### src/hw/cpuPkg.sv
`default_nettype none

package cpuPkg;

  // Word counts of the two memories
  localparam int IMEM_DEPTH = 256;
  localparam int DMEM_DEPTH = 256;

  // Data value or word address
  typedef logic [15:0] word;
  // Register number
  typedef logic [3:0] regAddr;
  // Raw immediate field, bits 11..0 of an instruction
  typedef logic [11:0] imm;

  // ****************************************
  // Instruction set
  // ****************************************
  typedef enum logic [3:0] {
    OP_ADD  = 4'h0,
    OP_ADDZ = 4'h1,
    OP_SUB  = 4'h2,
    OP_AND  = 4'h3,
    OP_NOR  = 4'h4,
    OP_SLL  = 4'h5,
    OP_SRL  = 4'h6,
    OP_SRA  = 4'h7,
    OP_LW   = 4'h8,
    OP_SW   = 4'h9,
    OP_LHB  = 4'hA,
    OP_LLB  = 4'hB,
    OP_B    = 4'hC,
    OP_JAL  = 4'hD,
    OP_JR   = 4'hE,
    OP_HLT  = 4'hF
  } opcode;

  // Condition field of B, bits 11..9
  typedef enum logic [2:0] {
    COND_NEQ    = 3'd0,
    COND_EQ     = 3'd1,
    COND_GT     = 3'd2,
    COND_LT     = 3'd3,
    COND_GTE    = 3'd4,
    COND_LTE    = 3'd5,
    COND_OVF    = 3'd6,
    COND_UNCOND = 3'd7
  } branchCond;

  typedef enum logic [2:0] {
    ALU_ADD = 3'd0,
    ALU_SUB = 3'd1,
    ALU_AND = 3'd2,
    ALU_NOR = 3'd3,
    ALU_SLL = 3'd4,
    ALU_SRL = 3'd5,
    ALU_SRA = 3'd6,
    ALU_LHB = 3'd7
  } aluOp;

endpackage

`default_nettype wire
### src/hw/memory.sv
`timescale 1ns/1ps
`default_nettype none

module memory (
  input  logic              clk,
  input  cpuPkg::word       memAddr,
  input  logic              memRe,
  input  logic              memWe,
  input  logic              regWe,
  input  cpuPkg::word       wrtData,
  input  logic              zr,
  input  logic              ne,
  input  logic              ov,
  input  logic              addz,
  input  logic              b,
  input  logic              jal,
  input  logic              jr,
  input  cpuPkg::word       jalResult,
  input  cpuPkg::word       jrResult,
  input  cpuPkg::word       branchResult,
  input  cpuPkg::branchCond branchOp,
  output cpuPkg::word       memData,
  output logic              regWriteEnable,
  output logic              flush,
  output cpuPkg::word       branchAddr,
  output logic              branch
);

  localparam int ADDR_BITS = $clog2(cpuPkg::DMEM_DEPTH);

  cpuPkg::word ram [cpuPkg::DMEM_DEPTH];
  logic condMet;

  // ****************************************
  // Data RAM
  // ****************************************
  initial begin
    for (int i = 0; i < cpuPkg::DMEM_DEPTH; i++) begin
      ram[i] = '0;
    end
  end

  // Registered read, data shows up in the writeback cycle
  always @(posedge clk) begin
    if (memWe) begin
      ram[memAddr[ADDR_BITS-1:0]] <= wrtData;
    end
    if (memRe) begin
      memData <= ram[memAddr[ADDR_BITS-1:0]];
    end
  end

  // ADDZ only retires when the last flag update saw zero
  assign regWriteEnable = regWe && !(addz && !zr);

  // ****************************************
  // Branch resolution
  // ****************************************
  always_comb begin
    case (branchOp)
      cpuPkg::COND_NEQ:    condMet = !zr;
      cpuPkg::COND_EQ:     condMet = zr;
      cpuPkg::COND_GT:     condMet = !zr && !ne;
      cpuPkg::COND_LT:     condMet = ne;
      cpuPkg::COND_GTE:    condMet = zr || !ne;
      cpuPkg::COND_LTE:    condMet = zr || ne;
      cpuPkg::COND_OVF:    condMet = ov;
      cpuPkg::COND_UNCOND: condMet = 1'b1;
      default:             condMet = 1'b0;
    endcase
  end

  assign branch     = (b && condMet) || jal || jr;
  assign branchAddr = jal ? jalResult : (jr ? jrResult : branchResult);
  // Kills the three younger stages on a redirect
  assign flush      = branch;

endmodule

`default_nettype wire

### config.mk
export PLATFORM = sky130hd
export DESIGN_NAME = memory
export DESIGN_NICKNAME = d
export VERILOG_FILES = /design/src/hw/cpuPkg.sv /design/src/hw/memory.sv
export SDC_FILE = /design/constraint.sdc
export NUM_CORES = 2
export LEC_CHECK = 0
export BUFFER_PORTS_ARGS = -buffer_cell sky130_fd_sc_hd__buf_2
export CELL_PAD_IN_SITES_DETAIL_PLACEMENT = 1
export CELL_PAD_IN_SITES_GLOBAL_PLACEMENT = 2
export CORE_UTILIZATION = 46
export DETAILED_ROUTE_END_ITERATION = 10
export PLACE_DENSITY = 0.72
export SLEW_MARGIN = 10
export SYNTH_ARGS = -nofsm -noshare
export SYNTH_HDL_FRONTEND = slang
export SYNTH_SLANG_ARGS = --single-unit
export TNS_END_PERCENT = 10
### constraint.sdc
create_clock -name clk -period 3.1 [get_ports clk]
set_input_delay 0.465 -clock clk [delete_from_list [all_inputs] [get_ports clk]]
set_output_delay 0.465 -clock clk [all_outputs]
set_load 0.01 [all_outputs]
* After elaboration in Yosys (flattened, before gate mapping)
Memory sizes are Yosys's and may differ from the RTL's. A register that Yosys moved wholly into a read port is not among the register bits.
Cells that the tools add are included.
** Cells by class
- Eq/ne operators :: 7
- Multiplexer cells :: 5
- Reduce and logical (&&, ||, !) cells :: 12
** Operator list (count)
- two-way mux 16 bit :: 2
- == test 3 bit, second input constant :: 4
- case mux 1 bit (8 select lines) :: 1
- == test 3 x 2 -> 1 bit, second input constant :: 2
- logical AND 1 bit :: 4
- logical OR 1 bit :: 4
- == test 3 x 1 -> 1 bit, second input constant :: 1
- logical NOT 1 bit :: 3
- logical NOT 3 bit :: 1
- two-way mux 1 bit :: 2
** Storage, ports and cells
- Register bits :: 0
- Memory bits (writable) :: 4096
- Input port bits :: 94
- Output and inout port bits :: 35
- Word-level logic and storage cells :: 25
- Memories :: 1
** Memory list
- ram :: words 256, bits a word 16, read ports 1, clocked after memory_dff 1, write ports 1, RTL line memory.sv:31 : cpuPkg::word ram [cpuPkg::DMEM_DEPTH];

* Longest topological paths before layout
- Word-level depth :: 6
- Gate-level depth with buffers :: 9
- Gate-level depth less buffers :: 5

* Worst setup path after synthesis
No wires, ideal clock.
- Path type :: input -> register
- From :: input port memAddr[0]
- To :: memory ram[144][0] in the netlist's numbering, enable pin
- Data arrival time :: 2940 ps
- Required time :: 2670 ps
- Slack :: -270 ps
- Stages :: 6
- Buffers on the path :: 5
- Cell sequence :: buf_6 > buf_6 > buf_6 > buf_2 > clkbuf_1 > nor4_1
** RTL lines
- start, declared :: RTL line memory.sv:6 : input cpuPkg::word memAddr,
- end, declared :: RTL line memory.sv:31
No word-level cell before the write port.

==> flow_summary.toml <==
[status]
run_status = "finished, final reports clean"

[clock_network]
cts_hold_buf = 11
cts_tree = "built"
cts_resized = 0
root_buffer = "clkbuf_16"
path_clk_slew_ns = 0.06
cts_setup_buffers = 0
clk_latency_ns = 0.97
cts_max_level = 5
clock_path_buffers = 4
clkSinkCount = 4112
cts_made_buffers = 414

[drt]
drc = 0
wirelength_um = 433000
detail-route-antenna-nets = 0
dr.pass1.iters = 5
vias_per_cell = 6.18
drt_iter0_drc = 8900
route.detailed.wl_per_inst_um = 34.1
vias = 78417

[die]
pin_count = 129
die_y_um = 584
start_util = 0.463
die-area_sq_um = 341000
coreArea_sq_um = 337000
num_rows = 213
die_w_um = 584

[sta]
fmax_mhz = 332
fin_crit_ns = 3.01
fin_crit_sh = 0.971
setup_viol = 0
slew_headroom = 0.187
final_max_slew_viol_count = 0
skew_ns = 0.0453
tightest_slew_ns = 1.20
worst_slack_ns = 0.0907
hold_violations = 0
rsz0062_at_grt = "false"

[place]
place_congestion = 0.827
io_buffers = 120
dp.final_hpwl_um = 268000
place_ws_ns = -0.746

[global_route]
busiest_layer = "met2"
grt_pass1_vias = 81504
grt_first_pass_wirelength_um = 612000
gr-usage-met3 = 0.0367
gr-total-overflow = 0
grtUsageMet1 = 0.356
gr-usage-met2 = 0.410
antenna_found_initial = 17
grt_util_all_layers = 0.253
grt_max_degree = 107

[synthesis]
ys_warn_count = 0
synthArstFlopShare = 0
synth_area_leader_cell = "edfxtp_1"
syn_avg_cell_area_sq_um = 23.0
synth.top_cells.by_area = "edfxtp_1 (79%), mux4_2 (15%), a22oi_1 (2.5%), a21oi_1 (0.82%), clkbuf_1 (0.59%)"
synth_edf_count = 4112
mappedNetlistNets = 6884
synth_common_cells = "edfxtp_1 (4112), mux4_2 (1024), a22oi_1 (512), a21oi_1 (256), clkbuf_1 (245)"
syn-cell-area_sq_um = 156000
syn_inst = 6790
synthMostInstantiatedCell = "edfxtp_1"
seq_area_frac_synth = 0.792
synth_top_area_share = 0.792
synth_cell_types = 31
ys.flop_type = "edfxtp_1"
ys_ff_latch = 4112

[setup_path]
max_stage_delay_ns = 1.02
worst_path_most_repeated_cell = "buf_4"
r2r_slack_ns = 0.09
r2r_cells = 7
cp-end-kind = "flip-flop"
path_cells = "mux4_2, a22oi_1, buf_4, a21oi_1, o41ai_1, buf_4, nand4_1"
crit_slowest_cell = "o41ai_1"
worst-setup-path-type = "flip-flop to flip-flop"
r2r_start = "ram[91][9]"
arrival_ns = 3.72
crit_required_ns = 3.81
rr_endpoint = "memData[9]"
path_max_fanout = 1
worstSetupStartpointType = "flip-flop"

[power]
p_leak_nw = 57.9
finalPower_mw = 116
power_density_nw_per_um2 = 629
irDropWorstVdd_v = 0.000435

[finish]
synthToLayoutAreaGrowth_pct = 18.2
layout-drive-gt1-share = 0.335
utilization = 0.547
nets = 7951

[hold_path]
hold_class = "input pin to flip-flop"
hold-path-endpoint = "ram[73][2]"
worstHoldStart = "wrtData[2]"
hold_depth = 1

[flow_run]
max-cap-violations = 0
## routing by layer
layer / up-vias / wire (um)
li1: 31439 / -
met1: 42919 / 176000
met2: 3413 / 211000
met3: 640 / 31700
met4: 6 / 14200
met5: - / 38
## power breakdown
| group | leakage [nW] | switching, mW | internal [mW] |
|---|---|---|---|
| Combinational | 14.6 | 3.75 | 2.41 |
| Sequential | 37.0 | 0.0809 | 61.3 |
| Clock | 6.31 | 20.8 | 27.6 |
## cells in the final DEF, fill, tap and decap left out, drive strengths merged, types with 16 or more instances in the layout
cell	netlist	layout
clkbuf	245	512
clkinv	0	182
bufinv	0	32
o21ai	17	17
nand2	43	43
edfxtp	4112	4112
a22oi	512	512
nand3	17	17
buf	178	1063
o41ai	64	64
nor2	236	236
mux2i	16	16
nor3	22	22
nand4	17	17
a21oi	256	256
mux4	1024	1024
## worst max-delay path, delay by kind of cell (launching register included)
kind,cells,cell delay [ns]
buf+inv,2,0.40
compound gates,3,1.42
flops,1,0.36
simple gates,1,0.09
mux,1,0.47
## worst max path at each step
stage	startpoint	slack, ns	to	cells past startpoint
floorplan	memAddr[0]	-0.27	ram[144][0]	6
global placement	memAddr[0]	-0.72	memData[9]	9
detailed placement	memAddr[0]	-0.75	memData[9]	9
CTS	ram[127][9]	0.17	memData[9]	6
global route	ram[74][9]	0.18	memData[9]	7
finish	ram[91][9]	0.09	memData[9]	7
## cells by family after synthesis
kind of cell	count (synthesis)	share of synthesized area
mux	1040	0.149
flops	4112	0.792
simple gates	359	0.00963
buf+inv	425	0.0118
compound gates	854	0.0373
## flip-flops by register name (all words and copies together), names as in the netlist
register / flops
ram: 4096
memData: 16
## area by class of cell
class                      instances  area (sq um)
fill                           28810        153000
sequential                      4112        123000
multi-input combinational       2253         31000
timing repair buffer            1074         11100
clock buffer                     512         10900
tap                             4515          5650
clock inverter                   227          1950
antenna                            4          10.0
inverter                           2          7.51
## per-stage QoR
step | hold slack (ns) | area (sq um) | cells | TNS [ns]
2_1_floorplan | 0.564 | 156000 | 6790 | -56.80
3_3_place_gp | 0.858 | 171000 | 11945 | -19.40
3_5_place_dp | 0.865 | 171000 | 11945 | -42.83
4_1_cts | 0.00426 | 184000 | 12695 | 0
5_1_grt | 0.0435 | 184000 | 12697 | 0
6_report | 0.0577 | 184000 | 12699 | 0
Note: power is estimated with default switching activity, not from simulation.
