File: src/testbench/program.hex
// One 16-bit instruction word per entry, loaded from address 0 upward
// Columns: instruction words, then the assembly they encode with the first address
B134 B27F B3F0   // 0: LLB r1,0x34   LLB r2,0x7F   LLB r3,0xF0
A112 A27F A380   // 3: LHB r1,0x12   LHB r2,0x7F   LHB r3,0x80
0411 2521 2632   // 6: ADD r4,r1,r1   SUB r5,r2,r1   SUB r6,r3,r2 (overflow)
CC03             // 9: B OVF +3, taken to 13
BE10 BE11 BE12   // 10: shadow, flushed
2712 C203        // 13: SUB r7,r1,r2 (negative)   B EQ +3, not taken
3823 4913        // 15: AND r8,r2,r3   NOR r9,r1,r3
C603             // 17: B LT +3, taken to 21
BE18 BE19 BE20   // 18: shadow, flushed
5A14 6B34 7C34   // 21: SLL r10,r1,4   SRL r11,r3,4   SRA r12,r3,4
2D11 1E12        // 24: SUB r13,r1,r1 (zero)   ADDZ r14,r1,r2 writes
6D28 1C11        // 26: SRL r13,r2,8   ADDZ r12,r1,r1 silent
9105 8505 8607   // 28: SW r1,5(r0)   LW r5,5(r0)   LW r6,7(r0)
D003             // 31: JAL +3 to 35, r15 = 32
C007             // 32: B NEQ +7 to 40, runs after JR
BE33 BE34        // 33: shadow, flushed
B85A             // 35: LLB r8,0x5A
E0F0             // 36: JR r15
BE37 BE38 BE39   // 37: shadow, flushed
07F8             // 40: ADD r7,r15,r8
F000             // 41: HLT

File: src/hw/cpuPkg.sv
`default_nettype none

package cpuPkg;

  // Word counts of the two memories
  localparam int IMEM_DEPTH = 256;
  localparam int DMEM_DEPTH = 256;

  // Data value or word address
  typedef logic [15:0] word;
  // Register number
  typedef logic [3:0] regAddr;
  // Raw immediate field, bits 11..0 of an instruction
  typedef logic [11:0] imm;

  // ****************************************
  // Instruction set
  // ****************************************
  typedef enum logic [3:0] {
    OP_ADD  = 4'h0,
    OP_ADDZ = 4'h1,
    OP_SUB  = 4'h2,
    OP_AND  = 4'h3,
    OP_NOR  = 4'h4,
    OP_SLL  = 4'h5,
    OP_SRL  = 4'h6,
    OP_SRA  = 4'h7,
    OP_LW   = 4'h8,
    OP_SW   = 4'h9,
    OP_LHB  = 4'hA,
    OP_LLB  = 4'hB,
    OP_B    = 4'hC,
    OP_JAL  = 4'hD,
    OP_JR   = 4'hE,
    OP_HLT  = 4'hF
  } opcode;

  // Condition field of B, bits 11..9
  typedef enum logic [2:0] {
    COND_NEQ    = 3'd0,
    COND_EQ     = 3'd1,
    COND_GT     = 3'd2,
    COND_LT     = 3'd3,
    COND_GTE    = 3'd4,
    COND_LTE    = 3'd5,
    COND_OVF    = 3'd6,
    COND_UNCOND = 3'd7
  } branchCond;

  typedef enum logic [2:0] {
    ALU_ADD = 3'd0,
    ALU_SUB = 3'd1,
    ALU_AND = 3'd2,
    ALU_NOR = 3'd3,
    ALU_SLL = 3'd4,
    ALU_SRL = 3'd5,
    ALU_SRA = 3'd6,
    ALU_LHB = 3'd7
  } aluOp;

endpackage

`default_nettype wire
File: src/hw/instructionFetch.sv
`timescale 1ns/1ps
`default_nettype none

module instructionFetch (
  input  logic        clk,
  input  logic        rst_n,
  input  logic        branch,
  input  cpuPkg::word branchAddr,
  output cpuPkg::word pc,
  output cpuPkg::word pcNext,
  output cpuPkg::word instr,
  output logic        hlt
);

  localparam int PC_BITS = $clog2(cpuPkg::IMEM_DEPTH);

  cpuPkg::word rom [cpuPkg::IMEM_DEPTH];
  logic isHlt;

  initial begin
    $readmemh("/design/src/testbench/program.hex", rom);
  end

  // Asynchronous ROM read, pc counts words
  assign instr  = rom[pc[PC_BITS-1:0]];
  assign pcNext = pc + 16'd1;
  assign isHlt  = (cpuPkg::opcode'(instr[15:12]) == cpuPkg::OP_HLT);

  always_ff @(posedge clk or negedge rst_n) begin
    if (!rst_n) begin
      pc  <= '0;
      hlt <= 1'b0;
    end else begin
      // A taken branch wins, the instruction fetched now is in its shadow
      if (branch) begin
        pc <= branchAddr;
      end else if (!isHlt && !hlt) begin
        pc <= pcNext;
      end
      // Sticky halt, pc stays on the HLT word
      if (isHlt && !branch) begin
        hlt <= 1'b1;
      end
    end
  end

endmodule

`default_nettype wire

File: config.mk
export PLATFORM = sky130hd
export DESIGN_NAME = instructionFetch
export DESIGN_NICKNAME = d
export VERILOG_FILES = /design/src/hw/cpuPkg.sv /design/src/hw/instructionFetch.sv
export SDC_FILE = /design/constraint.sdc
export NUM_CORES = 1
export LEC_CHECK = 0
export ABC_AREA = 1
export ABC_CLOCK_PERIOD_IN_PS = 2900
export BUFFER_PORTS_ARGS = -buffer_cell sky130_fd_sc_hd__buf_2
export CAP_MARGIN = 0
export CORE_MARGIN = 2
export CORE_UTILIZATION = 40
export CTS_CLUSTER_DIAMETER = 80
export DETAILED_ROUTE_END_ITERATION = 6
export PLACE_DENSITY = 0.85
export SLEW_MARGIN = 20
export SYNTH_ARGS = -nofsm -noshare
export SYNTH_HDL_FRONTEND = slang
export SYNTH_SLANG_ARGS = --single-unit
File: constraint.sdc
create_clock -name clk -period 2.9 [get_ports clk]
set_clock_uncertainty 0.1 [all_clocks]
set_input_delay 0.435 -clock clk [delete_from_list [all_inputs] [get_ports clk]]
set_output_delay 0.435 -clock clk [all_outputs]
set_load 0.01 [all_outputs]
# Word-level counts from Yosys, hierarchy flattened
# Cells that the tools add are included.
# word_totals
rom_bits	0
out_inout_bits	49
ramBits	0
wordCells	12
mem_count	0
latch_bits	0
ff_bits	17
# op_classes
n_div	0
multipliers	0
n_mux	2
shift	0
addsub	1
eq_ne	1
n_lt_le_gt_ge	0
n_bitwise	0
reduce_logical	6
# op_table
op	n
16-bit 2-to-1 mux	2
16-bit by 1-bit adder with 16-bit output (second input constant)	1
4-bit == test (both inputs constant)	1
1-bit zero test	3
1-bit logical AND	2
2-bit nonzero test	1

# Longest topological paths before layout
# logic_depth
ltp_word	5
depth_mapped	7
depth_no_buf	7

# Worst setup path after synthesis
# OpenSTA, ideal clock, no wires.
# synth_timing
path_type	register -> output
from	reg pc[1]
to	out pcNext[6]
stages_incl_launch_ff	5
n_path_buf	0
required_ps	2365
path_slack_ps	1228
arrival_time_ps	1137
cell_sequence	dfrtp_1 -> ha_1 -> nand3_2 -> nor2_2 -> xor2_1
# synth_via
elab_chain_len	1
# synth_rtl
item	line_no	text
start, declared	instructionFetch.sv:9	output cpuPkg::word pc,
start signal, assigned	instructionFetch.sv:36	pc <= branchAddr;
start signal, assigned	instructionFetch.sv:38	pc <= pcNext;
16-bit by 1-bit adder with 16-bit output	instructionFetch.sv:26	assign pcNext = pc + 16'd1;
end, declared	instructionFetch.sv:10	output cpuPkg::word pcNext,
# Every way passes these cells.

# Final worst setup path
# Ends and elaborated chain as after synthesis.

==> flow_summary.yaml <==
worst_setup_path:
  reg2reg_slack_ns: 1.95
  cp_max_fo: 5
  r2r_start: "pc[6]"
  timing.rr.end: "pc[6]"
  crit_type: "reg -> out"
  crit_path_end_kind: "output pin"
  cp.required_ns: 2.37
  reg2reg_depth: 1
  cp.arrival_ns: 1.56
  crit_path_start_kind: "flip-flop"
sta:
  timing.final.ws_setup_ns: 0.801
  rsz0062_at_grt: "false"
  slew_violations: 0
  setup_viol: 0
  finalHoldViolCount: 0
  post-route-period-util_pct: 72.4
  tns_ns: 0
  timing.final.crit_period_ns: 2.10
  max_freq_mhz: 476
  whs_ns: 0.241
detailed_routing:
  wl_mm: 2.34
  routedWlPerCell_um: 10.5
  viasPerCell: 4.39
  first_pass_iters: 4
  drt_iter0_drc: 6
  antenna_left: 0
  vias: 979
  drc_errors: 0
die:
  pin_count: 68
  dieArea_um2: 3130
  coreArea_um2: 2520
  die_w_um: 56.0
  die_h_um: 56.0
  core.rowCount: 18
  start_util_pct: 42.9
cells_and_area:
  stdcell_area_um2: 1330
  largest_reg_flops: 16
  area_delta_synth_final_pct: 23.3
  nNetsFinal: 214
  multi_input_area_um2: 546
  largestRegisters: "pc (16)"
  nFillCells: 265
  fin_util_pct: 52.8
  drive_gt1_share_pct: 36.3
  antenna_cells: 0
  top_register: "pc"
  seq_area_um2: 400
clock_network:
  htreeDepth: 1
  post_cts_buffers: 0
  cts_tree: "yes"
  clk_path_buf_depth: 2
  root_buffer: "clkbuf_4"
  numCtsBuffers: 3
  clk_latency_ns: 0.29
  clk_pin_slew_ns: 0.10
  clock_sinks: 16
yosys:
  async_reset_ff_share_pct: 100
  seq_area_frac_synth_pct: 37.0
  synth_area_leaders: "dfrtp_1 37%, nand2_1 14%, buf_4 12%, xor2_1 5.7%, o21ai_0 5.6%"
  yosysWarnings: 0
  yosys.area.top_type: "dfrtp_1"
  syn_area_um2: 1080
  synth-edff-count: 0
  synth_most_common_cell: "nand2_1"
  synth_area_per_cell_um2: 7.61
  synth_ff_type: "dfrtp_1"
  ys_ff_latch: 16
  synth_top_area_share_pct: 37.0
  synth_common_cells: "39 x nand2_1, 17 x buf_4, 16 x dfrtp_1, 12 x inv_1, 12 x o21ai_0"
  syn_inst: 142
  synth.distinct_cells: 19
grt:
  grt_pass1_vias: 976
  gr-total-overflow: 0
  grt_antenna_before_repair: 0
  grt_start_max_net_pins: 29
  grt_pass1_wl_mm: 4.00
  grt_usage_pct: 15.7
placed_design:
  port_buffers: 50
  place_ws_ns: 1.13
  place_hpwl_mm: 1.87
  placed_area_um2: 1290
  place.gp.congestion: 0.824
power:
  p_sw_uw: 197
  combPwrFrac_pct: 28.0
  powerDensity_nw_per_um2: 438
  ir_drop_mv: 0.339
  seq_power_share_pct: 46.3
  swShare_pct: 33.9
  pwr-share-clk_pct: 25.7
  leakagePower_nw: 0.727
  p_int_uw: 386
worst_hold_path:
  hold_class: "in -> reg"
  min_path_cells: 3
  holdPathEnd: "pc[14]"
  min_from: "branchAddr[14]"
flow_run:
  drv_cap: 0
run_status:
  status: "finished clean"
## per-layer routing
| metal | GRT usage [%] | vias to the layer above | share of wire (%) |
|---|---|---|---|
| li1 | - | 512 | - |
| met1 | 19.1 | 429 | 43 |
| met2 | 27.1 | 38 | 50 |
| met3 | 5.12 | 0 | 6.9 |
| met4 | 3.06 | 0 | 0 |
| met5 | 0 | - | 0 |
## how the worst max path moves through the flow
| stage | start | endpoint | slack, ns | cells past startpoint |
|---|---|---|---|---|
| after floorplan | pc[1] | pcNext[6] | 1.23 | 4 |
| after global placement | pc[1] | pcNext[14] | 1.18 | 7 |
| after detailed placement | pc[1] | pcNext[6] | 1.13 | 5 |
| after CTS | pc[1] | pcNext[6] | 0.79 | 5 |
| after global routing | pc[1] | pcNext[14] | 0.67 | 7 |
| final | pc[1] | pcNext[6] | 0.80 | 5 |
## area by class of cell
cell class | instances | area share (%)
multi-input cells | 108 | 40.9
flip-flops and latches | 16 | 30.0
repair buffers | 51 | 19.5
inverters | 14 | 3.94
well taps | 30 | 2.82
clock buffers | 4 | 2.72
## placed cells by master, fill, tap and decap left out
cell type and instances:
buf_2 50, nand2_1 39, conb_1 17, dfrtp_1 16
inv_1 12, o21ai_0 12, nor2_1 7, xor2_1 7
nor2_2 5, nand3_1 5, mux2_2 4, nand2_2 3
o21ai_1 3, nand4_1 3, clkbuf_4 3, inv_2 2
nand3_2 1, nor2_4 1, ha_1 1, clkbuf_8 1
dlygate4sd3_1 1
## critical path, cell delays in order, from the launching register on
cell and delay, ns:
dfrtp_1 0.41, ha_1 0.22, nand3_2 0.13, nor2_2 0.17, xor2_1 0.19, buf_2 0.16
## logic make-up after synthesis
family	count (synthesis)	share of synthesized area (%)
AOI/OAI and AO/OA	15	6.94
xor gates and xnor gates	7	5.67
adders and majority gates	1	1.16
buffers and inverters	34	18.1
DFF	16	37.0
muxes	4	4.17
other	1	0.347
and+or+nand+nor	64	26.6
## per-stage QoR
step / total power, mW / instances
finish: 0.583 / 223
global route: 0.621 / 223
CTS: 0.589 / 223
detailed placement: 0.438 / 218
global placement: 0.435 / 218
floorplan: 0.382 / 158
## repair_timing
item | 4_1_cts | 5_1_grt
hold endpoints to repair | 16 | 0
gates resized for setup | 0 | 0
hold buffers | 1 | 0
## power by group through the flow
stage               Combinational [mW]  Clock (mW)  Sequential (mW)
floorplan                        0.102           0            0.280
global placement                 0.161           0            0.274
detailed placement               0.164           0            0.275
CTS                              0.165       0.154            0.270
global route                     0.183       0.164            0.274
finish                           0.163       0.150            0.270
(Power assumes the default switching activity.)
