**src/hw/cpuPkg.sv**
```systemverilog
`default_nettype none

package cpuPkg;

  // Word counts of the two memories
  localparam int IMEM_DEPTH = 256;
  localparam int DMEM_DEPTH = 256;

  // Data value or word address
  typedef logic [15:0] word;
  // Register number
  typedef logic [3:0] regAddr;
  // Raw immediate field, bits 11..0 of an instruction
  typedef logic [11:0] imm;

  // ****************************************
  // Instruction set
  // ****************************************
  typedef enum logic [3:0] {
    OP_ADD  = 4'h0,
    OP_ADDZ = 4'h1,
    OP_SUB  = 4'h2,
    OP_AND  = 4'h3,
    OP_NOR  = 4'h4,
    OP_SLL  = 4'h5,
    OP_SRL  = 4'h6,
    OP_SRA  = 4'h7,
    OP_LW   = 4'h8,
    OP_SW   = 4'h9,
    OP_LHB  = 4'hA,
    OP_LLB  = 4'hB,
    OP_B    = 4'hC,
    OP_JAL  = 4'hD,
    OP_JR   = 4'hE,
    OP_HLT  = 4'hF
  } opcode;

  // Condition field of B, bits 11..9
  typedef enum logic [2:0] {
    COND_NEQ    = 3'd0,
    COND_EQ     = 3'd1,
    COND_GT     = 3'd2,
    COND_LT     = 3'd3,
    COND_GTE    = 3'd4,
    COND_LTE    = 3'd5,
    COND_OVF    = 3'd6,
    COND_UNCOND = 3'd7
  } branchCond;

  typedef enum logic [2:0] {
    ALU_ADD = 3'd0,
    ALU_SUB = 3'd1,
    ALU_AND = 3'd2,
    ALU_NOR = 3'd3,
    ALU_SLL = 3'd4,
    ALU_SRL = 3'd5,
    ALU_SRA = 3'd6,
    ALU_LHB = 3'd7
  } aluOp;

endpackage

`default_nettype wire
```
**src/hw/instructionDecode.sv**
```systemverilog
`timescale 1ns/1ps
`default_nettype none

module instructionDecode (
  input  logic              clk,
  input  logic              rst_n,
  input  logic              hlt,
  input  cpuPkg::word       instr,
  input  cpuPkg::word       writeData,
  input  cpuPkg::regAddr    writeAddr,
  input  logic              writeEnable,
  output cpuPkg::word       p0,
  output cpuPkg::word       p1,
  output cpuPkg::imm        imm,
  output cpuPkg::regAddr    regAddr,
  output logic [3:0]        shamt,
  output cpuPkg::aluOp      aluOp,
  output cpuPkg::branchCond branchOp,
  output logic              regWe,
  output logic              memRe,
  output logic              memWe,
  output logic              memToReg,
  output logic              addz,
  output logic              branchInstr,
  output logic              jal,
  output logic              jr,
  output logic              aluSrc0,
  output logic              aluSrc1,
  output logic              ovEn,
  output logic              zrEn,
  output logic              neEn
);

  cpuPkg::word regFile [16];
  cpuPkg::opcode op;
  cpuPkg::regAddr readAddr0;
  cpuPkg::regAddr readAddr1;

  assign op       = cpuPkg::opcode'(instr[15:12]);
  assign imm      = instr[11:0];
  assign regAddr  = instr[11:8];
  assign shamt    = instr[3:0];
  assign branchOp = cpuPkg::branchCond'(instr[11:9]);

  // Port 0 reads rd for LHB, r0 for LLB and rs otherwise
  assign readAddr0 = (op == cpuPkg::OP_LHB) ? instr[11:8] :
                     (op == cpuPkg::OP_LLB) ? 4'h0 : instr[7:4];
  // SW stores rt, which sits in the rd slot
  assign readAddr1 = (op == cpuPkg::OP_SW) ? instr[11:8] : instr[3:0];

  // ****************************************
  // Register file
  // ****************************************
  // Falling edge write lands before the read of the same cycle
  always_ff @(negedge clk or negedge rst_n) begin
    if (!rst_n) begin
      for (int i = 0; i < 16; i++) begin
        regFile[i] <= '0;
      end
    end else if (writeEnable && (writeAddr != 4'h0)) begin
      regFile[writeAddr] <= writeData;
    end
  end

  assign p0 = (readAddr0 == 4'h0) ? '0 : regFile[readAddr0];
  assign p1 = (readAddr1 == 4'h0) ? '0 : regFile[readAddr1];

  // ****************************************
  // Control decode
  // ****************************************
  always_comb begin
    case (op)
      cpuPkg::OP_SUB: aluOp = cpuPkg::ALU_SUB;
      cpuPkg::OP_AND: aluOp = cpuPkg::ALU_AND;
      cpuPkg::OP_NOR: aluOp = cpuPkg::ALU_NOR;
      cpuPkg::OP_SLL: aluOp = cpuPkg::ALU_SLL;
      cpuPkg::OP_SRL: aluOp = cpuPkg::ALU_SRL;
      cpuPkg::OP_SRA: aluOp = cpuPkg::ALU_SRA;
      cpuPkg::OP_LHB: aluOp = cpuPkg::ALU_LHB;
      default:        aluOp = cpuPkg::ALU_ADD;
    endcase
  end

  always_comb begin
    regWe       = 1'b0;
    memRe       = 1'b0;
    memWe       = 1'b0;
    memToReg    = 1'b0;
    addz        = 1'b0;
    branchInstr = 1'b0;
    jal         = 1'b0;
    jr          = 1'b0;
    aluSrc0     = 1'b0;
    aluSrc1     = 1'b0;
    ovEn        = 1'b0;
    zrEn        = 1'b0;
    neEn        = 1'b0;
    // Nothing fetched behind HLT may change state
    if (!hlt) begin
      case (op)
        cpuPkg::OP_ADD, cpuPkg::OP_SUB: begin
          regWe = 1'b1;
          ovEn  = 1'b1;
          zrEn  = 1'b1;
          neEn  = 1'b1;
        end
        cpuPkg::OP_ADDZ: begin
          regWe = 1'b1;
          addz  = 1'b1;
        end
        cpuPkg::OP_AND, cpuPkg::OP_NOR, cpuPkg::OP_SLL, cpuPkg::OP_SRL, cpuPkg::OP_SRA: begin
          regWe = 1'b1;
          zrEn  = 1'b1;
        end
        cpuPkg::OP_LW: begin
          regWe    = 1'b1;
          memRe    = 1'b1;
          memToReg = 1'b1;
          aluSrc1  = 1'b1;
        end
        cpuPkg::OP_SW: begin
          memWe   = 1'b1;
          aluSrc1 = 1'b1;
        end
        cpuPkg::OP_LHB: regWe = 1'b1;
        cpuPkg::OP_LLB: begin
          regWe   = 1'b1;
          aluSrc0 = 1'b1;
          aluSrc1 = 1'b1;
        end
        cpuPkg::OP_B:   branchInstr = 1'b1;
        cpuPkg::OP_JAL: begin
          regWe = 1'b1;
          jal   = 1'b1;
        end
        cpuPkg::OP_JR:  jr = 1'b1;
        default: begin
        end
      endcase
    end
  end

endmodule

`default_nettype wire

```
**config.mk**
```make
export PLATFORM = sky130hd
export DESIGN_NAME = instructionDecode
export DESIGN_NICKNAME = d
export VERILOG_FILES = /design/src/hw/cpuPkg.sv /design/src/hw/instructionDecode.sv
export SDC_FILE = /design/constraint.sdc
export NUM_CORES = 1
export LEC_CHECK = 0
export BUFFER_PORTS_ARGS = -buffer_cell sky130_fd_sc_hd__buf_4
export CAP_MARGIN = 20
export CELL_PAD_IN_SITES_DETAIL_PLACEMENT = 0
export CELL_PAD_IN_SITES_GLOBAL_PLACEMENT = 1
export CORE_MARGIN = 2
export CORE_UTILIZATION = 40
export DETAILED_ROUTE_END_ITERATION = 10
export PLACE_DENSITY = 0.78
export SLEW_MARGIN = 30
export SYNTH_ARGS = -nofsm -noshare
export SYNTH_HDL_FRONTEND = slang
export SYNTH_SLANG_ARGS = --single-unit
```
**constraint.sdc**
```tcl
create_clock -name clk -period 3.8 [get_ports clk]
set_clock_uncertainty 0.05 [all_clocks]
set_input_delay 0.19 -clock clk [delete_from_list [all_inputs] [get_ports clk]]
set_output_delay 0.19 -clock clk [all_outputs]
set_load 0.02 [all_outputs]
```
======== Word-level counts from Yosys, hierarchy flattened ========
Cells that the tools add are included.
word-level totals
  flip-flop bits (word level) ............. 256
  input bits .............................. 40
  logic and storage cells ................. 84
  output and inout bits ................... 71
cells by class
  bitwise logic cells ..................... 3
  reduce and logical (&&, ||, !) cells .... 10
  multiplexer cells ....................... 37
  eq/ne operators ......................... 14
  $lt $le $gt $ge ......................... 4
operators by type and width
  operator                                                                number
  256-bit bitwise mux                                                     1
  16-bit binary-select mux with 4-bit select                              2
  16-bit two-way mux                                                      7
  16-bit demux with 4-bit select                                          1
  4-bit equality test (second input constant)                             7
  1-bit two-way mux                                                       22
  3-bit case mux with 7 select lines                                      1
  4-bit by 3-bit equality test with 1-bit output (second input constant)  4
  5-bit >= comparator (second input constant)                             3
  4-bit NOT with 5-bit output                                             3
  4-bit logical NOT                                                       3
  4-bit two-way mux                                                       3
  12-bit OR reduction                                                     1
  4-bit by 2-bit equality test with 1-bit output (second input constant)  2
  7-bit OR reduction                                                      1
  5-bit by 1-bit < comparator with 1-bit output (second input constant)   1
  4-bit by 1-bit equality test with 1-bit output (second input constant)  1
  4-bit nonzero test                                                      1
  3-bit OR reduction                                                      1
  1-bit logical AND                                                       2
  2-bit OR reduction                                                      1

======== Longest topological paths before layout ========
  depth after elaboration ................. 8
  depth in mapped cells ................... 11
  mapped depth without buffers ............ 6

==> results.toml <==
[place]
dp_hpwl_um = 27100
placedCellCount = 1853
post-place-ws_ps = 197
place_congestion = 0.829
io_buffers = 110

[setup_path]
cp.arrival_ps = 3710
rrSetupSlack_ps = 2730
critPathLaunchType = "flip-flop"
crit_end = "p0[14]"
worst_r2r_path_depth = 3
crit_fanout = 2
r2r-start = "regFile[199]$_DFFE_NN0P_"
r2r_end = "regFile[199]$_DFFE_NN0P_"
cp.required_ps = 3560
cp-startpoint = "regFile[206]$_DFFE_NN0P_"
path_class = "reg2out"
cp-end-kind = "primary output"

[synthesis]
avgSynthCellArea_um2 = 9.96
seq_area_frac_synth_pct = 44.0
synth_most_common_cell = "nand2_1"
syn_inst = 1372
postSynth.asyncResetShare_pct = 100
yosys-top-cells-count = "nand2_1 (332), mux2_2 (259), dfrtn_1 (240)"
synthesis.nets = 1412
synth_warnings = 0
yosysTopAreaCellShare_pct = 44.0
synth-edff-count = 0
synth_area_leaders = "dfrtn_1 (44%), mux2_2 (21%), nand2_1 (9.1%), nand3_1 (4.7%), mux2i_1 (4.3%)"
synthDistinctLibCells = 45
ys_seq_elements = 240
synth_area_leader_cell = "dfrtn_1"
synth-main-ff-cell = "dfrtn_1"
synth_area_um2 = 13700

[drt]
via_per_inst = 5.91
dr.pass1.iters = 6
totalWireLength_um = 45700
wl_per_cell_um = 23.5
ant_nets = 0
drc = 0
num_vias = 11500
dr.first_iter.drc_count = 1189

[cells_and_area]
fin_cells = 1943
final_nets = 1517
reg_top3 = "regFile x240"
num_antenna_cells = 0
fillers = 3040
largest_reg_flops = 240
layout-area-overhead-vs-synth_pct = 23.1
drive_gt1_share_pct = 40.9
final_util_pct = 50.0
regMostFlops = "regFile"

[die]
rows = 67
dieWidth_um = 189
start_util_pct = 40.6
core_area_um2 = 33600
die_h_um = 189
pin_count = 111
die_area_um2 = 35700

[outcome]
violations = "negative setup slack"
outcome = "complete, but fails checks"

[timing]
setup_viol = 19
worstMarginPinSlew_ps = 940
hold_violations = 0
worst_slack_ps = -154
final_max_slew_viol_count = 0
rsz0062_at_grt = "true"
maxSlewHeadroom_pct = 37.3

[clock_network]
cts_tree = "done"
cts.sinks = 240
cts_buffers = 27
cts-root-buf = "clkbuf_16"
clkLatencyLatePin_ps = 530
path_clk_slew_ps = 40
h-tree-depth = 1
clk_path_buf_depth = 3
hold_buffers = 0

[global_routing]
grt_pass1_wl_um = 68800
grt_max_degree = 87
antenna_found_initial = 0
grt.overflow.total = 0
globalRouteTotalUtil_pct = 25.3
grt_pass1_vias = 11100

[power_and_ir_drop]
p_leak_nw = 7.34
ir_worst_vdd_mv = 0.348
powerDensity_nw_per_um2 = 503

[flow_run]
maxCapViolCount = 0

[min_path]
hp-class = "reg2reg"
power breakdown:
group | internal, mW | switching, mW
sequential | 3.21 | 0.462
combinational | 1.17 | 1.14
clock | 1.42 | 1.05
critical path: stages, from the launching register on:
cell      delay [ps]
dfrtn_1          340
mux2_4           290
a221oi_4         280
a221oi_2          60
o41a_1           160
buf_6            150
worst min-delay path by stage:
stage / endpoint / from / cells after the start
5_1_grt: regFile[143]$_DFFE_NN0P_ / regFile[143]$_DFFE_NN0P_ / 1
4_1_cts: regFile[124]$_DFFE_NN0P_ / regFile[124]$_DFFE_NN0P_ / 1
3_3_place_gp: regFile[223]$_DFFE_NN0P_ / regFile[223]$_DFFE_NN0P_ / 1
2_1_floorplan: regFile[222]$_DFFE_NN0P_ / regFile[222]$_DFFE_NN0P_ / 1
3_5_place_dp: regFile[124]$_DFFE_NN0P_ / regFile[124]$_DFFE_NN0P_ / 1
6_report: regFile[216]$_DFFE_NN0P_ / regFile[216]$_DFFE_NN0P_ / 1
kinds of logic after synthesis:
| kind of cell | count (synthesis) | share of synthesized area [%] |
|---|---|---|
| AND/OR/NAND/NOR | 565 | 18.5 |
| AO/OA/AOI/OAI | 106 | 5.70 |
| buffers and inverters | 139 | 5.59 |
| multiplexers | 321 | 26.2 |
| flip-flops | 240 | 44.0 |
| XOR/XNOR | 1 | 0.0641 |
cell type report:
| class | instances | area [um^2] | area share [%] |
|---|---|---|---|
| Sequential cell | 240 | 6010 | 35.7 |
| Timing Repair Buffer | 212 | 1930 | 11.5 |
| Inverter | 3 | 11.3 | 0.0670 |
| Clock inverter | 8 | 46.3 | 0.275 |
| Multi-Input combinational cell | 993 | 7480 | 44.5 |
| Clock buffer | 39 | 781 | 4.64 |
| Tap cell | 448 | 561 | 3.33 |
metal layers:
metal	share of wire (%)	vias up	global-route usage [%]
li1	-	5066	-
met1	43	5793	34.4
met2	47	499	41.1
met3	6.7	121	3.32
met4	3.6	0	9.65
met5	0	-	0
placed cells by master (no fill, tap or decap), drive strengths merged, types with 2 or more instances in the layout:
master / netlist / routed
nand2: 332 / 332
mux2: 259 / 259
dfrtn: 240 / 240
buf: 80 / 212
nand3: 129 / 129
mux2i: 62 / 62
clkbuf: 56 / 39
nand4: 32 / 32
nor3: 21 / 21
a21oi: 19 / 19
o21ai: 19 / 19
nor2: 17 / 17
a221oi: 17 / 17
a31oi: 15 / 15
a32o: 15 / 15
a32oi: 15 / 15
nand3b: 8 / 8
clkinv: 0 / 7
nand2b: 6 / 6
nor2b: 5 / 5
inv: 3 / 4
nor4: 3 / 3
or3: 3 / 3
nor3b: 3 / 3
and2: 2 / 2
what timing repair did:
item                                    CTS  global route
resized for setup                        73            57
cloned                                    0             0
setup buffers                            27            17
endpoints found under the setup margin   20            31
pin swaps                                36            61
through the flow:
step	cell area [um^2]	TNS, ps	hold slack [ps]	total power [mW]
finish	16800	-1310	431	8.46
global route	16800	-2560	439	8.85
CTS	16500	-1250	428	8.32
detailed placement	15100	0	427	5.63
global placement	15100	0	415	5.56
floorplan	13700	0	407	4.94
Power figures use the tool's default switching activity.
