### src/hw/cpuPkg.sv
`default_nettype none

package cpuPkg;

  // Word counts of the two memories
  localparam int IMEM_DEPTH = 256;
  localparam int DMEM_DEPTH = 256;

  // Data value or word address
  typedef logic [15:0] word;
  // Register number
  typedef logic [3:0] regAddr;
  // Raw immediate field, bits 11..0 of an instruction
  typedef logic [11:0] imm;

  // ****************************************
  // Instruction set
  // ****************************************
  typedef enum logic [3:0] {
    OP_ADD  = 4'h0,
    OP_ADDZ = 4'h1,
    OP_SUB  = 4'h2,
    OP_AND  = 4'h3,
    OP_NOR  = 4'h4,
    OP_SLL  = 4'h5,
    OP_SRL  = 4'h6,
    OP_SRA  = 4'h7,
    OP_LW   = 4'h8,
    OP_SW   = 4'h9,
    OP_LHB  = 4'hA,
    OP_LLB  = 4'hB,
    OP_B    = 4'hC,
    OP_JAL  = 4'hD,
    OP_JR   = 4'hE,
    OP_HLT  = 4'hF
  } opcode;

  // Condition field of B, bits 11..9
  typedef enum logic [2:0] {
    COND_NEQ    = 3'd0,
    COND_EQ     = 3'd1,
    COND_GT     = 3'd2,
    COND_LT     = 3'd3,
    COND_GTE    = 3'd4,
    COND_LTE    = 3'd5,
    COND_OVF    = 3'd6,
    COND_UNCOND = 3'd7
  } branchCond;

  typedef enum logic [2:0] {
    ALU_ADD = 3'd0,
    ALU_SUB = 3'd1,
    ALU_AND = 3'd2,
    ALU_NOR = 3'd3,
    ALU_SLL = 3'd4,
    ALU_SRL = 3'd5,
    ALU_SRA = 3'd6,
    ALU_LHB = 3'd7
  } aluOp;

endpackage

`default_nettype wire
### src/hw/execute.sv
`timescale 1ns/1ps
`default_nettype none

module execute (
  input  cpuPkg::word  p0,
  input  cpuPkg::word  p1,
  input  cpuPkg::word  pcNext,
  input  cpuPkg::imm   imm,
  input  logic [3:0]   shamt,
  input  cpuPkg::aluOp aluOp,
  input  logic         aluSrc0,
  input  logic         aluSrc1,
  output cpuPkg::word  aluResult,
  output cpuPkg::word  branchResult,
  output cpuPkg::word  jumpResult,
  output logic         ov,
  output logic         zr,
  output logic         ne
);

  cpuPkg::word immOperand;
  cpuPkg::word opB;
  cpuPkg::word sum;
  cpuPkg::word diff;

  // aluSrc0 picks the zero extended LLB byte over the 4-bit LW/SW offset
  assign immOperand = aluSrc0 ? {8'h00, imm[7:0]} : {{12{imm[3]}}, imm[3:0]};
  assign opB        = aluSrc1 ? immOperand : p1;

  assign sum  = p0 + opB;
  assign diff = p0 - opB;

  always_comb begin
    aluResult = sum;
    ov        = 1'b0;
    case (aluOp)
      cpuPkg::ALU_ADD: begin
        aluResult = sum;
        ov        = (p0[15] == opB[15]) && (sum[15] != p0[15]);
      end
      cpuPkg::ALU_SUB: begin
        aluResult = diff;
        ov        = (p0[15] != opB[15]) && (diff[15] != p0[15]);
      end
      cpuPkg::ALU_AND: aluResult = p0 & opB;
      cpuPkg::ALU_NOR: aluResult = ~(p0 | opB);
      cpuPkg::ALU_SLL: aluResult = p0 << shamt;
      cpuPkg::ALU_SRL: aluResult = p0 >> shamt;
      cpuPkg::ALU_SRA: aluResult = cpuPkg::word'($signed(p0) >>> shamt);
      // New upper byte, lower byte kept from rd
      cpuPkg::ALU_LHB: aluResult = {imm[7:0], p0[7:0]};
      default:         aluResult = sum;
    endcase
  end

  assign zr = (aluResult == 16'h0000);
  assign ne = aluResult[15];

  // Targets relative to the word after the branch
  assign branchResult = pcNext + {{7{imm[8]}}, imm[8:0]};
  assign jumpResult   = pcNext + {{4{imm[11]}}, imm};

endmodule

`default_nettype wire

### config.mk
export PLATFORM = sky130hd
export DESIGN_NAME = execute
export DESIGN_NICKNAME = d
export VERILOG_FILES = /design/src/hw/cpuPkg.sv /design/src/hw/execute.sv
export SDC_FILE = /design/constraint.sdc
export NUM_CORES = 1
export LEC_CHECK = 0
export BUFFER_PORTS_ARGS = -buffer_cell sky130_fd_sc_hd__buf_4
export CAP_MARGIN = 20
export CORE_MARGIN = 5
export CORE_UTILIZATION = 53
export DETAILED_ROUTE_END_ITERATION = 12
export GPL_TIMING_DRIVEN = 0
export PLACE_DENSITY = 0.8
export SYNTH_ARGS = -nofsm -noshare
export SYNTH_HDL_FRONTEND = slang
export SYNTH_SLANG_ARGS = --single-unit
### constraint.sdc
create_clock -name vclk -period 5.2
set_clock_uncertainty 0.1 [all_clocks]
set_input_delay 0.78 -clock vclk [all_inputs]
set_output_delay 0.78 -clock vclk [all_outputs]
set_load 0.03 [all_outputs]
# [Word-level counts from Yosys, hierarchy flattened]
# Cells that the tools add are included.
[word_totals] ff_bits=0 inputBits=69 output_inout_bits=51 elab_cells=29
[op_classes] add_sub_neg=4 eq_ne=11 shift=3 mux=4 bitwise=3 reduce_logical=4
[ops] operator="one-hot mux 16 bit (8 select lines)" n=1
[ops] operator="adder 16 bit" n=3
[ops] operator="2-to-1 mux 16 bit" n=2
[ops] operator="AND 16 bit" n=1
[ops] operator="logical NOT 16 bit" n=1
[ops] operator="inverter 16 bit" n=1
[ops] operator="OR 16 bit" n=1
[ops] operator="<< shifter 16 x 4 -> 16 bit" n=1
[ops] operator=">> shifter 16 x 4 -> 16 bit" n=1
[ops] operator=">>> shifter 16 x 4 -> 16 bit" n=1
[ops] operator="subtractor 16 bit" n=1
[ops] operator="== test 3 bit, second input constant" n=4
[ops] operator="== test 3 x 2 -> 1 bit, second input constant" n=2
[ops] operator="== test 3 x 1 -> 1 bit, second input constant" n=1
[ops] operator="logical NOT 3 bit" n=1
[ops] operator="!= test 1 bit" n=3
[ops] operator="logical AND 1 bit" n=2
[ops] operator="one-hot mux 1 bit (2 select lines)" n=1
[ops] operator="== test 1 bit" n=1

# [Logic depth before layout (Yosys ltp)]
# Gate-level depths: netlist (run 1).
[depth] depth_word=6 ltp_mapped=16 mapped_depth_nobuf=14

# [Worst setup path after synthesis (run 1)]
# OpenSTA, ideal clock, no wires.
[synth_path] path_type="input-to-output" start="input port aluSrc1" end="output port zr" arrival_time_ns=4.387 t_required_ns=4.320 slack_ns=-0.067 stages=14 path_buffers=1 path_cell_list="buf_1 mux2i_1 inv_1 ha_1 fa_1 or2b_1 a21boi_4 o311a_1 or4_1 and3_1 a31o_1 a211o_1 nor4_1 and4bb_1"
[synth_between] elab_chain_len=5 elab_cells_between_ends=8 classes_between="2 x add/sub; 2 x mux; 3 x bitwise; 1 x reduce/logical"
[synth_rtl] item="start, declared" line_no="execute.sv:12" text="input logic aluSrc1,"
[synth_rtl] item="2-to-1 mux 16 bit (*)" line_no="execute.sv:28" text="assign opB = aluSrc1 ? immOperand : p1;"
[synth_rtl] item="parallel branches: the longest is 2 deep, another holds subtractor 16 bit"
[synth_rtl] item="one-hot mux 16 bit (8 select lines) (*)" line_no="execute.sv:36" text="case (aluOp)"
[synth_rtl] item="named net aluResult[10]" line_no="execute.sv:13" text="output cpuPkg::word aluResult,"
[synth_rtl] item="logical NOT 16 bit (*)" line_no="execute.sv:56" text="assign zr = (aluResult == 16'h0000);"
[synth_rtl] item="end, declared" line_no="execute.sv:17" text="output logic zr,"
# Mark *: on every way through the listed nets, which the timed path passes.

# [Worst setup path in the final report (run 1)]
[layout_path] start="input port aluSrc1" end="output port zr"
[layout_between] elab_chain_len=5 elab_cells_between_ends=8 classes_between="2 x add/sub; 2 x mux; 3 x bitwise; 1 x reduce/logical"
[layout_rtl] item="2-to-1 mux 16 bit (*)" line_no="execute.sv:28"
[layout_rtl] item="parallel branches: the longest is 2 deep, another holds subtractor 16 bit"
[layout_rtl] item="one-hot mux 16 bit (8 select lines) (*)" line_no="execute.sv:36"
[layout_rtl] item="logical NOT 16 bit (*)" line_no="execute.sv:56"
# Mark *: on every way between the ends.

==> reports/summary.log, run 1 <==
INFO  status         outcome=finished clean
INFO  placement      place.gp.congestion=1.09
INFO  grt            met3_usage=6.77%
INFO  placement      instance_area_after_placement=6430squm
INFO  min_path       hold_path.class=in2out
INFO  placement      placement.setup.worst_slack=-0.494ns
INFO  cells_and_area num-nets-final=996
INFO  timing         fin_hold_ws=1.87ns
INFO  job            drv.max_cap_violation_count=0
INFO  pwr            worst_ir_drop_vdd=0.145mV
INFO  grt            grt_first_pass_wirelength=34500um
INFO  drt            postRouteAntennaNets=0
INFO  drt            vias_per_cell=6.78
INFO  clock_tree     ctsHoldBuffers=0
INFO  setup_path     critPathArrivalTime=4.29ns
INFO  grt            gr-max-usage-layer=met2
INFO  grt            met2_usage=54.9%
INFO  pwr            p_leak=3.12nW
INFO  grt            track_usage=34.0%
INFO  floorplanning  ios=120
INFO  setup_path     worst_path_max_delay_cell=or4_1
INFO  drt            totalWireLength=22400um
INFO  setup_path     startpoint=aluSrc1
INFO  floorplanning  design.core.area=9860squm
INFO  timing         report.final.slew_viol_count=0
INFO  logic_synthesis postSynthNetCount=869
INFO  pwr            combinationalPowerShare=100.0%
INFO  setup_path     cp_cell_sequence=buf_8 -> buf_12 -> mux2i_4 -> inv_2 -> ha_4 -> fa_2 -> or2b_1 -> a21boi_4 -> o311a_1 -> or4_1 -> and3_1 -> a31o_1 -> a211o_1 -> nor4_2 -> and4bb_1 -> buf_6
INFO  floorplanning  core.rowCount=36
INFO  cells_and_area numSequentialCells=0
INFO  setup_path     crit_path_end_kind=output pin
INFO  floorplanning  die_span_in_y=111um
INFO  logic_synthesis avgSynthCellArea=7.43squm
INFO  drt            drt_first_pass_iters=5
INFO  logic_synthesis synth_cells=727
INFO  drt            first_iter_violations=655
INFO  placement      place_inst=975
INFO  timing         report.final.setup_viol=0
INFO  setup_path     worst_setup_path_start_kind=primary input
INFO  timing         max-slew-margin-rel=28.9%
INFO  floorplanning  die_x=111um
INFO  setup_path     crit_cells=16
INFO  grt            antenna_found_initial=0
INFO  timing         layout_min_cycle_time=5.17ns
INFO  timing         final_hold_viol_count=0
INFO  grt            grt_max_degree=12
INFO  setup_path     critPathMaxStageDelay=0.40ns
INFO  cells_and_area antenna_cells_inserted=0
INFO  pwr            power.sequential.fraction=0%
INFO  floorplanning  die_area=12300squm
INFO  drt            route.detailed.wl_per_inst=22.7um
INFO  pwr            internal_power=0.424mW
INFO  cells_and_area clock_buffer_count=0
INFO  placement      dpl.hpwl=18000um
INFO  pwr            switchingPower=0.630mW
INFO  floorplanning  effective_utilization_at_floorplan=54.8%
INFO  timing         post-route-period-util=99.5%
INFO  pwr            clock_power_share=0%
INFO  logic_synthesis yosysSeqAreaShare=0%
INFO  logic_synthesis yosysWarnings=0
INFO  setup_path     path_max_fanout=8
INFO  setup_path     critical-path-top-delay-family=simple AND/OR/NAND/NOR gates
INFO  placement      port-buffer-count=115
INFO  cells_and_area layout-drive-gt1-share=25.5%
INFO  setup_path     cp.buffers_inverters=4
INFO  cells_and_area finish.instance_area=6660squm
INFO  cells_and_area area.growth.synth_to_final=23.2%
INFO  timing         postLayoutSetupSlackWorst=0.0257ns
INFO  setup_path     wp_data_required=4.32ns
INFO  setup_path     crit_type=in2out
INFO  logic_synthesis synthDistinctLibCells=83
INFO  drt            vias_after_detailed_routing=6675
INFO  cells_and_area final_cells=985
INFO  grt            grt_pass1_vias=6333
INFO  pwr            switching_share=59.8%
INFO  timing         maximum_clock_frequency=0.193GHz
INFO  logic_synthesis post_synth_instance_area=5400squm
INFO  setup_path     worst_setup_path_endpoint=zr
INFO  cells_and_area final-seq-area=0squm
INFO  grt            grt.overflow.total=0
INFO  timing         max_slew.worst_pin.slew=1.06ns
INFO  drt            drc=0
INFO  grt            met1_usage=45.2%
INFO  pwr            power_density=158nW/um^2
-- cell families after synthesis --
family	after synthesis	share of synthesized area (%)
muxes	64	17.2
and+or+nand+nor	216	20.8
AOI/OAI and AO/OA	217	28.0
buffers and inverters	117	10.2
adders and majority gates	73	17.3
xor gates and xnor gates	40	6.48
-- layout make-up --
cell class	count	area (sq um)
Fill cell	843	3210
Timing Repair Buffer	126	957
Tap cell	133	166
Multi-Input combinational cell	610	4970
Inverter	63	236
Buffer	53	328
-- synthesized netlist by cell type, types with 4 or more instances --
cell type	instances	area (sq um)
inv_1	61	229
a21oi_1	49	245
o211ai_1	12	90.1
nand3b_1	4	30.0
mux4_2	21	473
nand2_1	41	154
nand2b_1	12	75.1
o41ai_1	5	43.8
a22oi_1	6	45.0
xnor2_1	32	280
a21o_1	22	165
nand4_1	4	25.0
mux2i_1	36	360
o21bai_1	5	37.5
buf_6	5	56.3
o21ai_1	7	35.0
o21a_1	5	37.5
nor2_1	55	206
buf_2	15	75.1
ha_1	70	876
a211o_1	4	35.0
or3_1	5	31.3
a211oi_1	10	75.1
o31ai_1	7	52.6
clkbuf_1	17	63.8
buf_1	4	15.0
buf_4	12	90.1
nand3_1	22	110
nor2b_1	11	68.8
and3b_1	4	35.0
nor3_1	22	110
a221o_1	4	40.0
mux2_2	6	67.6
o21ai_0	26	130
or2_2	5	31.3
nor4_1	4	25.0
and2_1	6	37.5
o221ai_1	8	70.1
xor2_1	8	70.1
and3_1	5	31.3
a31oi_1	8	50.1
-- timing repair --
action / 4_1_cts / 5_1_grt
endpoints found under the hold margin: 0 / 0
pin swaps: 3 / 12
cloned: 0 / 0
endpoints found under the setup margin: 4 / 3
resized for setup: 13 / 17
buffers inserted: 1 / 10
-- through the flow --
| stage | setup TNS (ns) | utilization, % | power [mW] |
|---|---|---|---|
| final | 0 | 67.5 | 1.05 |
| after global routing | -0.0778 | 67.5 | 1.11 |
| after CTS | 0 | 65.7 | 1.00 |
| after detailed placement | -1.40 | 65.2 | 0.994 |
| after global placement | -1.19 | 65.2 | 0.973 |
| after floorplan | 0 | - | 0.670 |
-- tightest hold or removal path, cell delays in order --
cell and delay [ns]:
buf_4 0.08, ha_1 0.16, buf_4 0.17
-- power by group through the flow --
stage	clock network, mW	registers [mW]	logic, mW
final	0	0	1.05
after floorplan	0	0	0.670
after global routing	0	0	1.11
after detailed placement	0	0	0.994
after global placement	0	0	0.973
after CTS	0	0	1.00
-- worst min path at each step --
| stage | from | end | slack, ns | cells after the start |
|---|---|---|---|---|
| after floorplan | imm[0] | branchResult[0] | 1.73 | 1 |
| after global placement | pcNext[0] | branchResult[0] | 1.86 | 3 |
| final | pcNext[0] | branchResult[0] | 1.87 | 3 |
| after CTS | pcNext[0] | branchResult[0] | 1.86 | 3 |
| after global routing | pcNext[0] | branchResult[0] | 1.88 | 3 |
| after detailed placement | pcNext[0] | branchResult[0] | 1.86 | 3 |
-- metal layers --
layer	up-vias	part of all wire, %
met5	-	0
met4	0	4.2
met3	76	11
met2	480	44
met1	3154	40
li1	2965	-
-- cells in the final DEF (no fill, tap or decap), types with 6 or more instances in the layout --
cell type	n
buf_4	136
ha_1	67
inv_1	59
nor2_1	54
a21oi_1	48
nand2_1	41
mux2i_1	34
xnor2_1	32
o21ai_0	26
a21o_1	22
nor3_1	22
nand3_1	22
mux4_2	21
clkbuf_1	16
buf_2	15
nand2b_1	12
o211ai_1	12
nor2b_1	10
a211oi_1	9
xor2_1	8
a31oi_1	8
o221ai_1	8
o31ai_1	7
o21ai_1	7
buf_6	6
mux2_2	6
a22oi_1	6
Note: power is estimated with default switching activity, not from simulation.
==> inputs of run 2 (changes only) <==
PLACE_DENSITY = 0.89   (was 0.8)
SLEW_MARGIN = 20   (was default)
==> run 2 against run 1 <==
Die area unchanged. Non-clock buffer count fell by 3. Setup slack improved by 0.059 ns. Combinational power about the same. Via count is 2.8% lower. First-iteration DRC count is 4.9% higher. Flip-flop and latch count did not move. Cell count shrank 0.30%. Design area fell by 0.34%. Critical path type unchanged.
==> reports/summary.log, run 2 (synthesis gave the netlist of run 1 again) <==
INFO  pwr            worst_ir_drop_vdd=0.131mV [-9.5%]
INFO  cells_and_area fillCellCount=860 [+2.0%]
INFO  setup_path     worst_setup_path_start_kind=primary input
INFO  placement      placement.setup.worst_slack=-0.499ns [-0.00445 ns]
INFO  timing         post-route-period-util=98.4% [-1.1 points]
INFO  grt            met1_usage=43.8% [-1.3 points]
INFO  drt            postRouteAntennaNets=0 [unchanged]
INFO  floorplanning  ios=120 [unchanged]
INFO  setup_path     worst_path_max_delay_cell=or4_1
INFO  grt            grt_pass1_vias=5814 [-8.2%]
INFO  drt            totalWireLength=20500um [-8.6%]
INFO  timing         final_hold_viol_count=0 [unchanged]
INFO  pwr            switchingPower=0.615mW [-2.4%]
INFO  timing         postLayoutSetupSlackWorst=0.0850ns [+0.0593 ns]
INFO  cells_and_area final-seq-area=0squm [unchanged]
INFO  floorplanning  die_area=12300squm [unchanged]
INFO  setup_path     startpoint=aluSrc1
INFO  setup_path     critPathMaxStageDelay=0.39ns [about the same]
INFO  cells_and_area area.growth.synth_to_final=22.8%
INFO  grt            grt_max_degree=12 [unchanged]
INFO  pwr            internal_power=0.420mW [-0.86%]
INFO  grt            gr-max-usage-layer=met2
INFO  setup_path     path_max_fanout=8 [unchanged]
INFO  pwr            finalPower=1.04mW [-1.8%]
INFO  cells_and_area antenna_cells_inserted=0 [unchanged]
INFO  placement      place.gp.congestion=1.03 [-5.0%]
INFO  drt            drt_first_pass_iters=5 [unchanged]
INFO  setup_path     cp_cell_sequence=buf_6 -> buf_12 -> mux2i_4 -> inv_2 -> ha_4 -> fa_2 -> or2b_1 -> a21boi_4 -> o311a_1 -> or4_1 -> and3_1 -> a31o_1 -> a211o_1 -> nor4_4 -> and4bb_1 -> buf_6
INFO  timing         layout_min_cycle_time=5.11ns [-0.0593 ns]
INFO  grt            antenna_found_initial=0 [unchanged]
INFO  timing         report.final.slew_viol_count=0 [unchanged]
INFO  timing         max_slew.worst_pin.slew=0.798ns [-0.266 ns]
INFO  drt            route.detailed.wl_per_inst=20.9um [-8.3%]
INFO  drt            first_iter_violations=687 [+4.9%]
INFO  setup_path     path_common_cell=buf_6
INFO  pwr            clock_power_share=0% [unchanged]
INFO  floorplanning  die_x=111um [unchanged]
INFO  setup_path     wp_data_required=4.32ns [about the same]
INFO  grt            grt_first_pass_wirelength=31600um [-8.3%]
INFO  grt            track_usage=31.0% [-3.0 points]
INFO  drt            vias_per_cell=6.61 [-2.5%]
INFO  cells_and_area mostFrequentLayoutCells=133 x buf_4, 69 x ha_1, 60 x inv_1, 54 x nor2_1, 48 x a21oi_1
INFO  floorplanning  effective_utilization_at_floorplan=54.8% [unchanged]
INFO  pwr            p_leak=3.11nW [-0.16%]
INFO  cells_and_area most_frequent_standard_cell_in_the_layout_excluding_fill_and_tap_cells=buf_4
INFO  grt            met2_usage=48.2% [-6.7 points]
INFO  cells_and_area num-nets-final=993 [-0.30%]
INFO  drt            vias_after_detailed_routing=6488 [-2.8%]
INFO  floorplanning  design.core.area=9860squm [unchanged]
INFO  min_path       hold_path.class=in2out
INFO  pwr            power_density=156nW/um^2 [-1.4%]
INFO  setup_path     crit_path_end_kind=output pin
INFO  timing         report.final.setup_viol=0 [unchanged]
INFO  placement      port-buffer-count=115 [unchanged]
INFO  pwr            combinationalPowerShare=100.0% [about the same]
INFO  cells_and_area layout-drive-gt1-share=25.3% [-0.15 points]
INFO  cells_and_area clock_buffer_count=0 [unchanged]
INFO  floorplanning  die_span_in_y=111um [unchanged]
INFO  timing         maximum_clock_frequency=0.196GHz [+1.2%]
INFO  pwr            switching_share=59.4% [-0.37 points]
INFO  clock_tree     ctsHoldBuffers=0 [unchanged]
INFO  timing         max-slew-margin-rel=46.1% [+17 points]
INFO  status         outcome=finished clean
INFO  drt            drc=0 [unchanged]
INFO  pwr            power.sequential.fraction=0% [unchanged]
INFO  setup_path     crit_type=in2out
INFO  timing         summed_negative_setup_slack_over_all_endpoints=0ns [unchanged]
INFO  grt            met3_usage=6.11% [-0.66 points]
INFO  floorplanning  core.rowCount=36 [unchanged]
INFO  grt            grt.overflow.total=0 [unchanged]
INFO  job            drv.max_cap_violation_count=0 [unchanged]
INFO  cells_and_area numSequentialCells=0 [unchanged]
INFO  min_path       worst_hold_startpoint=pcNext[0]
INFO  timing         fin_hold_ws=1.85ns [-0.0184 ns]
INFO  setup_path     critPathArrivalTime=4.23ns [-0.06 ns]
INFO  placement      dpl.hpwl=16400um [-8.6%]
==> run 2: path summary, 6_finish.rpt <==
kind | slack (ns) | depth (start not counted) | endpoint
hold / removal | 1.85 | 3 | branchResult[0]
setup / recovery | 0.09 | 16 | zr
==> run 2: worst max-delay path: cells and delay by family <==
family	cells	cell delay [ns]
and+or+nand+nor	5	1.28
AOI/OAI and AO/OA	4	0.94
adders and majority gates	2	0.54
buffers and inverters	4	0.44
muxes	1	0.25
==> run 2: repair_timing <==
item | in CTS | in global routing
endpoints found under the setup margin | 4 | 4
setup buffers | 0 | 8
cloned | 0 | 0
resized for setup | 10 | 21
pin swaps | 1 | 11
==> run 2: cell type report <==
type	count	area (sq um)	share of cell area, %
multi-input cells	610	4970	74.9
inverters	63	236	3.57
well taps	133	166	2.51
repair buffers	123	931	14.0
plain buffers	53	328	4.94
==> run 2: stage by stage <==
step	cells	util (%)	area, sq um
global route	982	67.2	6630
global placement	975	65.2	6430
finish	982	67.2	6630
CTS	974	65.6	6470
floorplan	727	-	5400
detailed placement	975	65.2	6430
==> run 2: power by group through the flow <==
stage / clock network (mW) / registers, mW / logic, mW
after CTS: 0 / 0 / 0.987
after detailed placement: 0 / 0 / 0.979
after floorplan: 0 / 0 / 0.670
after global routing: 0 / 0 / 1.10
after global placement: 0 / 0 / 0.972
final: 0 / 0 / 1.04
==> run 2: layer usage <==
metal,up-vias,share of wire (%)
met1,2985,42
li1,2947,-
met3,67,12
met5,-,0
met2,489,43
met4,0,3.5
